$ cat src/logic/div_defines.svh
`ifndef DIV_DEFINES_SVH
`define DIV_DEFINES_SVH

// register width of the integer pipeline
`define DIV_XLEN 64

// add/subtract steps, one per extended operand bit
`define DIV_STEPS64 65
`define DIV_STEPS32 33

`endif

$ cat src/logic/div_pkg.sv
`include "div_defines.svh"

package div_pkg;

  typedef logic [`DIV_XLEN-1:0] xlen_t;  // register value
  typedef logic [`DIV_XLEN:0]   ext_t;   // value plus extension bit

  typedef enum logic [1:0] {
    OP_DIV  = 2'b00,
    OP_DIVU = 2'b01,
    OP_REM  = 2'b10,
    OP_REMU = 2'b11
  } div_op_e;

  typedef struct packed {
    div_op_e op;
    logic    word;      // 32-bit W form
    xlen_t   dividend;  // rs1
    xlen_t   divisor;   // rs2
  } div_req_t;

  typedef struct packed {
    logic is_signed;
    logic word;
  } div_ctrl_t;

  typedef struct packed {
    logic  want_rem;
    logic  word;
    logic  special;      // result known without the core
    xlen_t special_val;
  } div_fmt_t;

  typedef struct packed {
    xlen_t quot;
    xlen_t rem;
  } div_res_t;

  typedef enum logic [1:0] {
    CORE_IDLE,
    CORE_COUNT,
    CORE_CORRECT
  } core_state_e;

endpackage

$ cat src/logic/div_request_stage.sv
`include "div_defines.svh"

module div_request_stage
  import div_pkg::*;
(
  input  logic      clk,
  input  logic      rst,
  input  logic      req_valid_i,
  input  div_req_t  req_i,
  input  logic      resp_valid_i,
  output logic      busy_o,
  output logic      start_o,
  output div_ctrl_t ctrl_o,
  output xlen_t     dividend_o,
  output xlen_t     divisor_o,
  output div_fmt_t  fmt_o,
  output logic      bypass_o
);

  logic     accept;
  logic     is_signed, want_rem;
  logic     div_zero, overflow, special;
  xlen_t    special_val;
  logic     busy_q;
  logic     bypass_arm_q, bypass_q;
  div_fmt_t fmt_q;

  always_comb begin
    is_signed = (req_i.op == OP_DIV) || (req_i.op == OP_REM);
    want_rem  = (req_i.op == OP_REM) || (req_i.op == OP_REMU);

    if (req_i.word) begin
      div_zero = (req_i.divisor[31:0] == 32'h0);
      overflow = is_signed && (req_i.dividend[31:0] == 32'h8000_0000)
                 && (req_i.divisor[31:0] == 32'hffff_ffff);
    end else begin
      div_zero = (req_i.divisor == '0);
      overflow = is_signed && (req_i.dividend == {1'b1, {(`DIV_XLEN-1){1'b0}}})
                 && (req_i.divisor == '1);
    end
    special = div_zero || overflow;

    // RISC-V defined results, formatter sign-extends W forms
    if (div_zero) begin
      special_val = want_rem ? req_i.dividend : '1;
    end else begin
      special_val = want_rem ? '0 : req_i.dividend;  // overflow
    end
  end

  assign accept  = req_valid_i && !busy_q;  // requests while busy are dropped
  assign start_o = accept && !special;

  assign ctrl_o.is_signed = is_signed;
  assign ctrl_o.word      = req_i.word;
  assign dividend_o       = req_i.dividend;
  assign divisor_o        = req_i.divisor;

  always_ff @(posedge clk) begin
    if (rst) begin
      busy_q       <= 1'b0;
      bypass_arm_q <= 1'b0;
      bypass_q     <= 1'b0;
    end else begin
      bypass_arm_q <= accept && special;
      bypass_q     <= bypass_arm_q;  // lands one cycle after accept
      if (accept) begin
        busy_q <= 1'b1;
      end else if (resp_valid_i) begin
        busy_q <= 1'b0;
      end
    end
  end

  // held for the whole operation
  always_ff @(posedge clk) begin
    if (accept) begin
      fmt_q.want_rem    <= want_rem;
      fmt_q.word        <= req_i.word;
      fmt_q.special     <= special;
      fmt_q.special_val <= special_val;
    end
  end

  assign busy_o   = busy_q;
  assign fmt_o    = fmt_q;
  assign bypass_o = bypass_q;

  start_quiet_while_busy: assert property (
    @(posedge clk) disable iff (rst) busy_q |-> !start_o);

  // a response must belong to an accepted request
  resp_only_when_busy: assert property (
    @(posedge clk) disable iff (rst) resp_valid_i |-> busy_q);

endmodule

$ cat src/logic/div_nonrestoring_core.sv
`include "div_defines.svh"

module div_nonrestoring_core
  import div_pkg::*;
(
  input  logic      clk,
  input  logic      rst,
  input  logic      start_i,
  input  div_ctrl_t ctrl_i,
  input  xlen_t     dividend_i,
  input  xlen_t     divisor_i,
  output logic      done_o,
  output div_res_t  res_o
);

  localparam int CNT_W = $clog2(`DIV_STEPS64 + 1);
  localparam int SR_W  = 2 * (`DIV_XLEN + 1);  // partial remainder and quotient
  localparam int HALF  = `DIV_XLEN / 2;

  core_state_e     state_q;
  logic            done_q;
  logic            word_q;
  logic            z_sign_q;  // dividend sign, for the correction
  logic [SR_W-1:0] s_q;
  ext_t            d_q, d_neg_q;
  logic [CNT_W-1:0] cnt_q;
  div_res_t        res_q;

  logic            sgn64_z, sgn64_d, sgn32_z, sgn32_d;
  ext_t            d_ext, d_neg;
  logic [SR_W-1:0] s_init;

  logic            s_sign, add_d, q_bit;
  ext_t            d_sel;
  ext_t            hi64;
  logic [HALF:0]   hi32;
  logic [SR_W-1:0] s_next;

  ext_t            rem_raw, rem_fix;
  logic            need_fix;
  xlen_t           q_base, q_adj, q_fix;

  // operand extension, one extra bit so DIV and DIVU share the datapath
  always_comb begin
    sgn64_z = ctrl_i.is_signed & dividend_i[`DIV_XLEN-1];
    sgn64_d = ctrl_i.is_signed & divisor_i[`DIV_XLEN-1];
    sgn32_z = ctrl_i.is_signed & dividend_i[HALF-1];
    sgn32_d = ctrl_i.is_signed & divisor_i[HALF-1];

    if (ctrl_i.word) begin
      d_ext  = {{(HALF+1){sgn32_d}}, divisor_i[HALF-1:0]};
      s_init = {{`DIV_XLEN{1'b0}}, {(HALF+2){sgn32_z}}, dividend_i[HALF-1:0]};
    end else begin
      d_ext  = {sgn64_d, divisor_i};
      s_init = {{(`DIV_XLEN+2){sgn64_z}}, dividend_i};
    end
    d_neg = ~d_ext + 1'b1;
  end

  // one nonrestoring step
  always_comb begin
    s_sign = word_q ? s_q[2*HALF+1] : s_q[SR_W-1];
    add_d  = s_sign ^ d_q[`DIV_XLEN];  // signs differ, add the divisor
    d_sel  = add_d ? d_q : d_neg_q;
    q_bit  = ~add_d;

    hi64 = s_q[SR_W-2:`DIV_XLEN] + d_sel;
    hi32 = s_q[`DIV_XLEN:HALF] + d_sel[HALF:0];

    if (word_q) begin
      s_next = {{`DIV_XLEN{1'b0}}, hi32, s_q[HALF-1:0], q_bit};
    end else begin
      s_next = {hi64, s_q[`DIV_XLEN-1:0], q_bit};
    end
  end

  // final correction of quotient and remainder
  always_comb begin
    if (word_q) begin
      rem_raw = {{HALF{s_q[2*HALF+1]}}, s_q[2*HALF+1:HALF+1]};
      q_base  = {{HALF{1'b0}}, s_q[HALF-2:0], 1'b1};
    end else begin
      rem_raw = s_q[SR_W-1:`DIV_XLEN+1];
      q_base  = {s_q[`DIV_XLEN-2:0], 1'b1};
    end

    need_fix = ((rem_raw[`DIV_XLEN] ^ z_sign_q) && (rem_raw != '0))
               || (rem_raw == d_q) || (rem_raw == d_neg_q);

    if (!need_fix) begin
      q_adj = '0;
    end else if (add_d) begin
      q_adj = '1;  // minus one
    end else begin
      q_adj = xlen_t'(1);
    end

    q_fix   = q_base + q_adj;
    rem_fix = rem_raw + (need_fix ? d_sel : '0);
  end

  always_ff @(posedge clk) begin
    if (rst) begin
      state_q <= CORE_IDLE;
      done_q  <= 1'b0;
    end else begin
      done_q <= 1'b0;
      case (state_q)
        CORE_IDLE: begin
          if (start_i) begin
            state_q <= CORE_COUNT;
          end
        end
        CORE_COUNT: begin
          if (cnt_q == '0) begin
            state_q <= CORE_CORRECT;
          end
        end
        CORE_CORRECT: begin
          state_q <= CORE_IDLE;
          done_q  <= 1'b1;
        end
        default: begin
          state_q <= CORE_IDLE;
        end
      endcase
    end
  end

  always_ff @(posedge clk) begin
    if (state_q == CORE_IDLE && start_i) begin
      word_q   <= ctrl_i.word;
      z_sign_q <= ctrl_i.word ? sgn32_z : sgn64_z;
      s_q      <= s_init;
      d_q      <= d_ext;
      d_neg_q  <= d_neg;
      cnt_q    <= ctrl_i.word ? CNT_W'(`DIV_STEPS32) : CNT_W'(`DIV_STEPS64);
    end else if (state_q == CORE_COUNT && cnt_q != '0) begin
      s_q   <= s_next;
      cnt_q <= cnt_q - 1'b1;
    end else if (state_q == CORE_CORRECT) begin
      if (word_q) begin
        res_q.quot <= {{HALF{1'b0}}, q_fix[HALF-1:0]};
        res_q.rem  <= {{HALF{1'b0}}, rem_fix[HALF-1:0]};
      end else begin
        res_q.quot <= q_fix;
        res_q.rem  <= rem_fix[`DIV_XLEN-1:0];
      end
    end
  end

  assign done_o = done_q;
  assign res_o  = res_q;

  done_single_pulse: assert property (
    @(posedge clk) disable iff (rst) done_q |=> !done_q);

  // the request stage must not start a second divide
  start_only_idle: assert property (
    @(posedge clk) disable iff (rst) start_i |-> state_q == CORE_IDLE);

endmodule

$ cat src/logic/div_result_format.sv
module div_result_format
  import div_pkg::*;
(
  input  logic     clk,
  input  logic     rst,
  input  logic     core_done_i,
  input  div_res_t res_i,
  input  div_fmt_t fmt_i,
  input  logic     bypass_i,
  output logic     resp_valid_o,
  output xlen_t    resp_data_o
);

  logic  fire;
  xlen_t sel;
  xlen_t shaped;
  logic  resp_valid_q;
  xlen_t resp_data_q;

  assign fire = core_done_i || bypass_i;

  always_comb begin
    if (fmt_i.special) begin
      sel = fmt_i.special_val;
    end else if (fmt_i.want_rem) begin
      sel = res_i.rem;
    end else begin
      sel = res_i.quot;
    end

    // W forms return a sign-extended 32-bit result
    if (fmt_i.word) begin
      shaped = {{32{sel[31]}}, sel[31:0]};
    end else begin
      shaped = sel;
    end
  end

  always_ff @(posedge clk) begin
    if (rst) begin
      resp_valid_q <= 1'b0;
    end else begin
      resp_valid_q <= fire;  // one-cycle pulse
    end
  end

  always_ff @(posedge clk) begin
    if (fire) begin
      resp_data_q <= shaped;
    end
  end

  assign resp_valid_o = resp_valid_q;
  assign resp_data_o  = resp_data_q;

  // special ops never reach the core
  no_done_with_bypass: assert property (
    @(posedge clk) disable iff (rst) core_done_i |-> !bypass_i && !fmt_i.special);

  bypass_is_special: assert property (
    @(posedge clk) disable iff (rst) bypass_i |-> fmt_i.special);

endmodule

$ cat src/logic/div_unit_top.sv
module div_unit_top
  import div_pkg::*;
(
  input  logic     clk,
  input  logic     rst,
  input  logic     req_valid_i,
  input  div_req_t req_i,
  output logic     busy_o,
  output logic     resp_valid_o,
  output xlen_t    resp_data_o
);

  logic      core_start;
  div_ctrl_t core_ctrl;
  xlen_t     core_dividend, core_divisor;
  logic      core_done;
  div_res_t  core_res;
  div_fmt_t  fmt;
  logic      bypass;

  div_request_stage div_request_stage_i (
    .clk          (clk),
    .rst          (rst),
    .req_valid_i  (req_valid_i),
    .req_i        (req_i),
    .resp_valid_i (resp_valid_o),  // response frees the unit
    .busy_o       (busy_o),
    .start_o      (core_start),
    .ctrl_o       (core_ctrl),
    .dividend_o   (core_dividend),
    .divisor_o    (core_divisor),
    .fmt_o        (fmt),
    .bypass_o     (bypass)
  );

  div_nonrestoring_core div_nonrestoring_core_i (
    .clk        (clk),
    .rst        (rst),
    .start_i    (core_start),
    .ctrl_i     (core_ctrl),
    .dividend_i (core_dividend),
    .divisor_i  (core_divisor),
    .done_o     (core_done),
    .res_o      (core_res)
  );

  div_result_format div_result_format_i (
    .clk          (clk),
    .rst          (rst),
    .core_done_i  (core_done),
    .res_i        (core_res),
    .fmt_i        (fmt),
    .bypass_i     (bypass),
    .resp_valid_o (resp_valid_o),
    .resp_data_o  (resp_data_o)
  );

endmodule

$ cat config.mk
export PLATFORM = sky130hd
export DESIGN_NAME = div_unit_top
export DESIGN_NICKNAME = d
export VERILOG_FILES = /design/src/logic/div_pkg.sv /design/src/logic/div_request_stage.sv /design/src/logic/div_nonrestoring_core.sv /design/src/logic/div_result_format.sv /design/src/logic/div_unit_top.sv
export VERILOG_INCLUDE_DIRS = /design/src /design/src/logic
export SDC_FILE = /design/constraint.sdc
export NUM_CORES = 2
export LEC_CHECK = 0
export ABC_AREA = 1
export BUFFER_PORTS_ARGS = -buffer_cell sky130_fd_sc_hd__buf_2
export CAP_MARGIN = 20
export CORE_ASPECT_RATIO = 1.25
export CORE_MARGIN = 5
export CORE_UTILIZATION = 55
export DETAILED_ROUTE_END_ITERATION = 7
export GPL_TIMING_DRIVEN = 1
export PLACE_DENSITY_LB_ADDON = 0.05
export SYNTH_ARGS = -nofsm -noshare
export SYNTH_HDL_FRONTEND = slang
export SYNTH_SLANG_ARGS = --single-unit
$ cat constraint.sdc
create_clock -name clk -period 11 [get_ports clk]
set_input_delay 1.1 -clock clk [delete_from_list [all_inputs] [get_ports clk]]
set_output_delay 1.1 -clock clk [all_outputs]
set_load 0.01 [all_outputs]
Yosys cells after proc, flatten, opt, wreduce, memory -nomap -nowiden

Index checks and enable logic that the tools add are counted.

Register bits: 535
Bits in latches: 0
Memory bits (writable): 0
ROM bits: 0
Input port bits: 134
Word-level logic and storage cells: 108
Memories kept: 0

Add/subtract/negate cells: 6
Multiply operators: 0
Div/mod/pow operators: 0
$lt $le $gt $ge: 0
Equality and inequality tests: 12
Shifts and indexed selects: 0
Mux-type cells: 30
Bitwise logic cells: 10
Reduce and logical (&&, ||, !) cells: 29

Operators with widths:

| kind                  | number |
|---|---|
| $mux 64               | 10 |
| $mux 130              | 4 |
| $mux 65               | 3 |
| $eq 65x65->1          | 2 |
| $add 64x64->64        | 2 |
| $eq 64x64->1 const B  | 2 |
| $add 65x1->65 const B | 1 |
| $add 65x65->65        | 1 |
| $not 65->65           | 1 |
| $reduce_bool 65->1    | 1 |
| $eq 32x32->1 const B  | 2 |
| $logic_not 64->1      | 1 |
| $add 33x33->33        | 1 |
| $logic_not 32->1      | 1 |
| $mux 7                | 3 |
| $logic_and 1x1->1     | 10 |
| $logic_not 7->1       | 1 |
| $mux 1                | 7 |
| $reduce_bool 7->1     | 1 |
| $sub 7x1->7 const B   | 1 |
| $eq 2x2->1 const B    | 3 |
| $logic_or 1x1->1      | 6 |
| $and 1x1->1           | 4 |
| $logic_not 2->1       | 2 |
| other kinds (10)      | 17 |

Depth between registers and ports, before layout

Depth in word-level cells: 11
Depth in mapped cells: 43

Hierarchy

A second synthesis with hierarchy kept.

Cells, all modules: 6117
Area, all modules: 43292.8 um^2

Modules (own cells, without submodules):

| module                | times used | cells each | area each (um^2) | seq. area each (um^2) |
|---|---|---|---|---|
| div_nonrestoring_core | 1          | 5063       | 34787.1          | 11951.5 |
| div_request_stage     | 1          | 596        | 4927.2           | 2072.0 |
| div_result_format     | 1          | 458        | 3578.4           | 1941.9 |

Least setup slack after synthesis

OpenSTA, ideal clock, no wires.

Path type: in2reg
From: input port req_valid_i
To: register div_nonrestoring_core_i.s_q[19], data pin
Arrival: 8992 ps
Data required time: 10551 ps
Setup slack: 1559 ps
Stages: 9
Buffers on the path: 2
Cell sequence: inv_1 > nor2_1 > inv_1 > nor3_1 > nand3_1 > inv_1 > clkbuf_1 > clkbuf_1 > o21ai_0

Word-level cells in the longest chain between the ends: 4

RTL lines:

| what                           | line                         | text |
|---|---|---|
| start, declared                | div_unit_top.sv:6            | `input logic req_valid_i,` |
| $logic_and 1x1->1              | div_request_stage.sv:51      | `assign accept = req_valid_i && !busy_q;` |
| via div_request_stage_i.accept | div_request_stage.sv:20      | `logic accept;` |
| $logic_and 1x1->1              | div_request_stage.sv:52      | `assign start_o = accept && !special;` |
| $logic_and 1x1->1              | div_nonrestoring_core.sv:131 | `if (state_q == CORE_IDLE && start_i) begin` |
| $mux 130                       | div_nonrestoring_core.sv:131 |  |
| end signal, assigned           | div_nonrestoring_core.sv:134 | `s_q <= s_init;` |
| end signal, assigned           | div_nonrestoring_core.sv:139 | `s_q <= s_next;` |
| end, declared                  | div_nonrestoring_core.sv:24  | `logic [SR_W-1:0] s_q;` |

The timed path passes the listed nets, and every way through them passes these cells.
A chain may end at the register's enable or synchronous reset.

Worst setup path after layout

From: register div_nonrestoring_core_i.s_q[65]
To: register div_nonrestoring_core_i.s_q[107], data pin

Word-level cells in the longest chain between the ends: 7

RTL lines:

| what             | line                         | text |
|---|---|---|
| $mux 1           | div_nonrestoring_core.sv:62  | `s_sign = word_q ? s_q[2*HALF+1] : s_q[SR_W-1];` |
| $xor 1x1->1      | div_nonrestoring_core.sv:63  | `` add_d = s_sign ^ d_q[`DIV_XLEN]; `` |
| $mux 65          | div_nonrestoring_core.sv:64  | `d_sel = add_d ? d_q : d_neg_q;` |
| $add 65x65->65 * | div_nonrestoring_core.sv:67  | `` hi64 = s_q[SR_W-2:`DIV_XLEN] + d_sel; `` |
| $mux 130 *       | div_nonrestoring_core.sv:70  | `if (word_q) begin` |
| $mux 130 *       | div_nonrestoring_core.sv:138 | `end else if (state_q == CORE_COUNT && cnt_q != '0) begin` |
| $mux 130 *       | div_nonrestoring_core.sv:131 |  |

Every way passes the cells marked *; elsewhere a longest branch is shown, timed or not. The select of a mux whose other input is x is not followed.

==> results by group <==
Die
  – Core area: 75900 um2
  – Initial Utilization: a little under three fifths
  – Total Die Area: 82200 um2
  – Std-Cell Rows: around 110
  – IO Pins: 200
  – Die X: around 260 um
  – Die height: about 320 um

Timing
  – Final worst slack: between 2000 and 3000 ps
  – Endpoints failing setup: 0
  – Max-slew violation count: 0
  – Clock Skew: around 35 ps
  – Tightest Pin Transition: between 1000 and 1500 ps
  – Total negative slack: 0 ps
  – FMAX: approximately 120 MHz
  – Slew HR: between 20% and 30%
  – Final Hold Violating Endpoints: 0
  – RSZ-0062 raised after global routing: false
  – Fin crit share: around 73%
  – Minimum clock period after layout: slightly above 8000 ps

Route
  – Detailed Routing Iterations Pass 1: 8
  – Vias post-DR: 41.4k
  – DR vias/cell: 5.88
  – DRC Markers: 0
  – Antenna Nets Post-Route: 0
  – Final WL: 167000 um
  – DRT iter0 DRCs: 4540
  – Wire per inst: between 20 and 25 um

Placed design
  – I/O Buffers: between 150 and 200
  – RePlAce Congestion: around 1.1
  – Pre-CTS setup slack: roughly 3000 ps
  – DPL Wire Length: between 100000 and 150000 um

Yosys
  – Avg Synthesized Cell Area: ~7.2 um2
  – Distinct cells, synth: 64
  – Seq/Total Area, Yosys: between 30% and 40%
  – Gate Count Post-Synth: a little under 6k
  – Ys Warns: 0
  – Ys flop type: edfxtp_1
  – Synthesized flop and latch total: roughly 530
  – Asr flop ratio synth: 0%
  – Synthesized cell area: 42100 um2
  – Synth Net Count: a little over 6k
  – Number of synthesized flops with an enable pin: 527

Worst setup path
  – Crit. End Element: flop
  – Register-to-Register Path Depth: 25
  – Crit path buf inv count: 5
  – Reg2Reg Setup Slack: 2920 ps
  – Reg2reg start: div_nonrestoring_core_i.s_q[65]$_DFFE_PP_
  – CP Class: flop to flop
  – Delay-heaviest family, CP: compound AO/OA/AOI/OAI gates
  – CP max stage delay: just over 1000 ps
  – Most Frequent Cell on Critical Path: o21ai_0
  – WP data arrival: about 8500 ps
  – RR Endpoint: div_nonrestoring_core_i.s_q[107]$_DFFE_PP_
  – CP required: between 10000 and 15000 ps
  – CP max-delay cell: o21ai_0
  – Crit-path max FO: 68
  – Worst Setup Start Kind: flop

Cells and area
  – # fillers: between 7k and 8k
  – Nets: 6346
  – Layout cell share with drive strength beyond 1: about 6.9%
  – Area Growth Syn to Fin: 9.25%

CTS
  – Post-CTS Repair Setup Buffers: 0
  – CTS H-tree lvls: 2
  – CTS Buf Count: 58
  – Sink Count: around 530
  – CTS tree: built
  – Worst-skew pair later-pin latency: between 600 and 700 ps
  – CTS resizes: 0
  – CTS max path bufs: 3
  – CTS clock-pin slew for the worst setup and hold paths: 60 ps
  – Hold buffers post-CTS: 0
  – Clk Tree Root Cell: clkbuf_16

Pwr
  – P_leak: around 22 nW
  – PwrDens: around 200 nW/um2
  – Peak VDD IR: between 0.00015 and 0.0002 V

Global route
  – Vias in the first global route: 39.3k
  – Grt ovf: 0
  – Met1 Usage GRT: 47.0%
  – Initial antenna violation count: 2
  – M2 GR Usage: 63.2%
  – GR Layer Usage met3: under 10%
  – Largest net degree at the start of global routing: 91
  – Global routing's busiest layer: met2
  – GRT Total Usage: between 30 and 40%
  – First-pass GRT wire length: about 240000 um

Worst hold path
  – Hold Startpoint: div_request_stage_i.bypass_arm_q$_SDFF_PP0_
  – Hold WC Path Type: flop to flop
  – WHS Endpoint: div_request_stage_i.bypass_o$_SDFF_PP0_
  – Hold Path Depth: 2

Run status
  – Status: finished clean

Job
  – Max-Cap Viols: 0
==> layer usage <==
metal,up-vias,share of wire [%],wire (um)
li1,19700,-,-
met1,19000,37,61100
met2,2219,45,74700
met3,523,8.7,14500
met4,0,9.8,16400
met5,-,0,0
==> worst reg2reg max path, cell delays in order, from the launching register on <==
cell and delay (ps):
edfxtp_1 640, nand2_4 630, nand2_2 250, nor2_1 160, inv_1 60, nand2_2 50, buf_4 440, inv_1 680
o21ai_0 1040, inv_1 130, fa_1 440, inv_1 70, nand3_1 60, nand2_1 110, a21oi_1 100, o21ai_0 420
a21oi_1 180, o21ai_0 340, a21boi_0 260, o21ai_0 620, a21oi_1 190, o21ai_0 390, a21oi_1 140, or2_2 290
nand3_1 70, nand2_1 60
==> worst max-delay path by stage <==
stage	startpoint	end	slack (ps)	cells past startpoint
detailed placement	div_nonrestoring_core_i.s_q[65]$_DFFE_PP_	div_nonrestoring_core_i.s_q[107]$_DFFE_PP_	2970	25
CTS	div_nonrestoring_core_i.s_q[65]$_DFFE_PP_	div_nonrestoring_core_i.s_q[107]$_DFFE_PP_	2970	25
floorplan	req_valid_i	div_nonrestoring_core_i.s_q[19]$_DFFE_PP_	1560	9
global route	div_nonrestoring_core_i.s_q[65]$_DFFE_PP_	div_nonrestoring_core_i.s_q[107]$_DFFE_PP_	2220	25
finish	div_nonrestoring_core_i.s_q[65]$_DFFE_PP_	div_nonrestoring_core_i.s_q[107]$_DFFE_PP_	2920	25
global placement	div_nonrestoring_core_i.s_q[65]$_DFFE_PP_	div_nonrestoring_core_i.s_q[107]$_DFFE_PP_	3260	25
==> power by group <==
part / leakage, nW / switching, mW / internal, mW / total [mW]
clock: 0.950 / 0.907 / 1.17 / 2.07
sequential: 5.05 / 0.188 / 2.56 / 2.75
combinational: 15.6 / 3.05 / 1.29 / 4.33
==> logic make-up (layout without fill, tap and decap cells) <==
family	after synthesis	in the layout	share of synthesized area (%)
simple gates	2732	2732	26.3
compound gates	1135	1135	15.2
buf+inv	1021	1211	9.36
flops	534	534	37.9
xor+xnor	248	248	5.18
fa+ha+maj	196	196	5.88
mux	8	8	0.202
other cells	0	2	0
==> area by class of cell <==
class | count | area [um2] | share of cell area [%]
diodes | 2 | 5.00 | 0.0109
clock buffers | 65 | 1480 | 3.21
clock inverters | 43 | 499 | 1.09
inverters | 864 | 3250 | 7.08
multi-input cells | 4319 | 22200 | 48.4
flip-flops and latches | 534 | 16000 | 34.7
well taps | 977 | 1220 | 2.66
repair buffers | 239 | 1310 | 2.86
==> per-stage QoR <==
step	instances	instance area, um2	power, mW	hold WS [ps]	util (%)
2_1_floorplan	5874	42100	5.58	388	-
3_3_place_gp	6929	43900	6.95	394	57.9
3_5_place_dp	6931	44000	6.97	411	57.9
4_1_cts	7039	45900	9.03	419	60.5
5_1_grt	7041	46000	9.63	429	60.5
6_report	7043	46000	9.16	416	60.5
==> registers in the layout, indices dropped and copies added, names as in the netlist <==
name and cells:
div_nonrestoring_core_i.cnt_q 7, div_nonrestoring_core_i.done_o 1, div_request_stage_i.fmt_o 67, div_request_stage_i.busy_o 1, div_nonrestoring_core_i.s_q 130, div_request_stage_i.bypass_arm_q 1
div_nonrestoring_core_i.word_q 1, div_nonrestoring_core_i.z_sign_q 1, div_result_format_i.resp_data_o 64, div_nonrestoring_core_i.res_o 128, div_result_format_i.resp_valid_o 1, div_request_stage_i.bypass_o 1
div_nonrestoring_core_i.state_q 2, div_nonrestoring_core_i.d_q 64, div_nonrestoring_core_i.d_neg_q 65
==> synthesized netlist by cell type, types with 16 or more instances <==
| library cell | number | area share, % |
|---|---|---|
| a211oi_1 | 30 | 0.54 |
| a21boi_0 | 16 | 0.29 |
| a21oi_1 | 443 | 5.3 |
| a31oi_1 | 88 | 1.3 |
| buf_1 | 22 | 0.20 |
| clkbuf_1 | 107 | 0.95 |
| edfxtp_1 | 527 | 38 |
| ha_1 | 193 | 5.7 |
| inv_1 | 839 | 7.5 |
| inv_2 | 23 | 0.21 |
| nand2_1 | 1541 | 14 |
| nand3_1 | 199 | 2.4 |
| nand4_1 | 50 | 0.74 |
| nor2_1 | 775 | 6.9 |
| nor3_1 | 62 | 0.74 |
| nor4_1 | 36 | 0.54 |
| o21a_1 | 24 | 0.43 |
| o21ai_0 | 384 | 4.6 |
| o21ai_1 | 22 | 0.26 |
| o31ai_1 | 40 | 0.71 |
| o41ai_1 | 17 | 0.35 |
| xnor2_1 | 80 | 1.7 |
| xor2_1 | 167 | 3.5 |
==> placed cells by master (no fill, tap or decap), types with 88 or more instances in the layout <==
cell and instances:
xor2_1 167, a31oi_1 88, edfxtp_1 527, nor2_1 772, inv_1 837, a21oi_1 443
buf_2 199, ha_1 193, o21ai_0 384, nand3_1 197, nand2_1 1536
No activity file was read; power rests on OpenSTA's default activity.
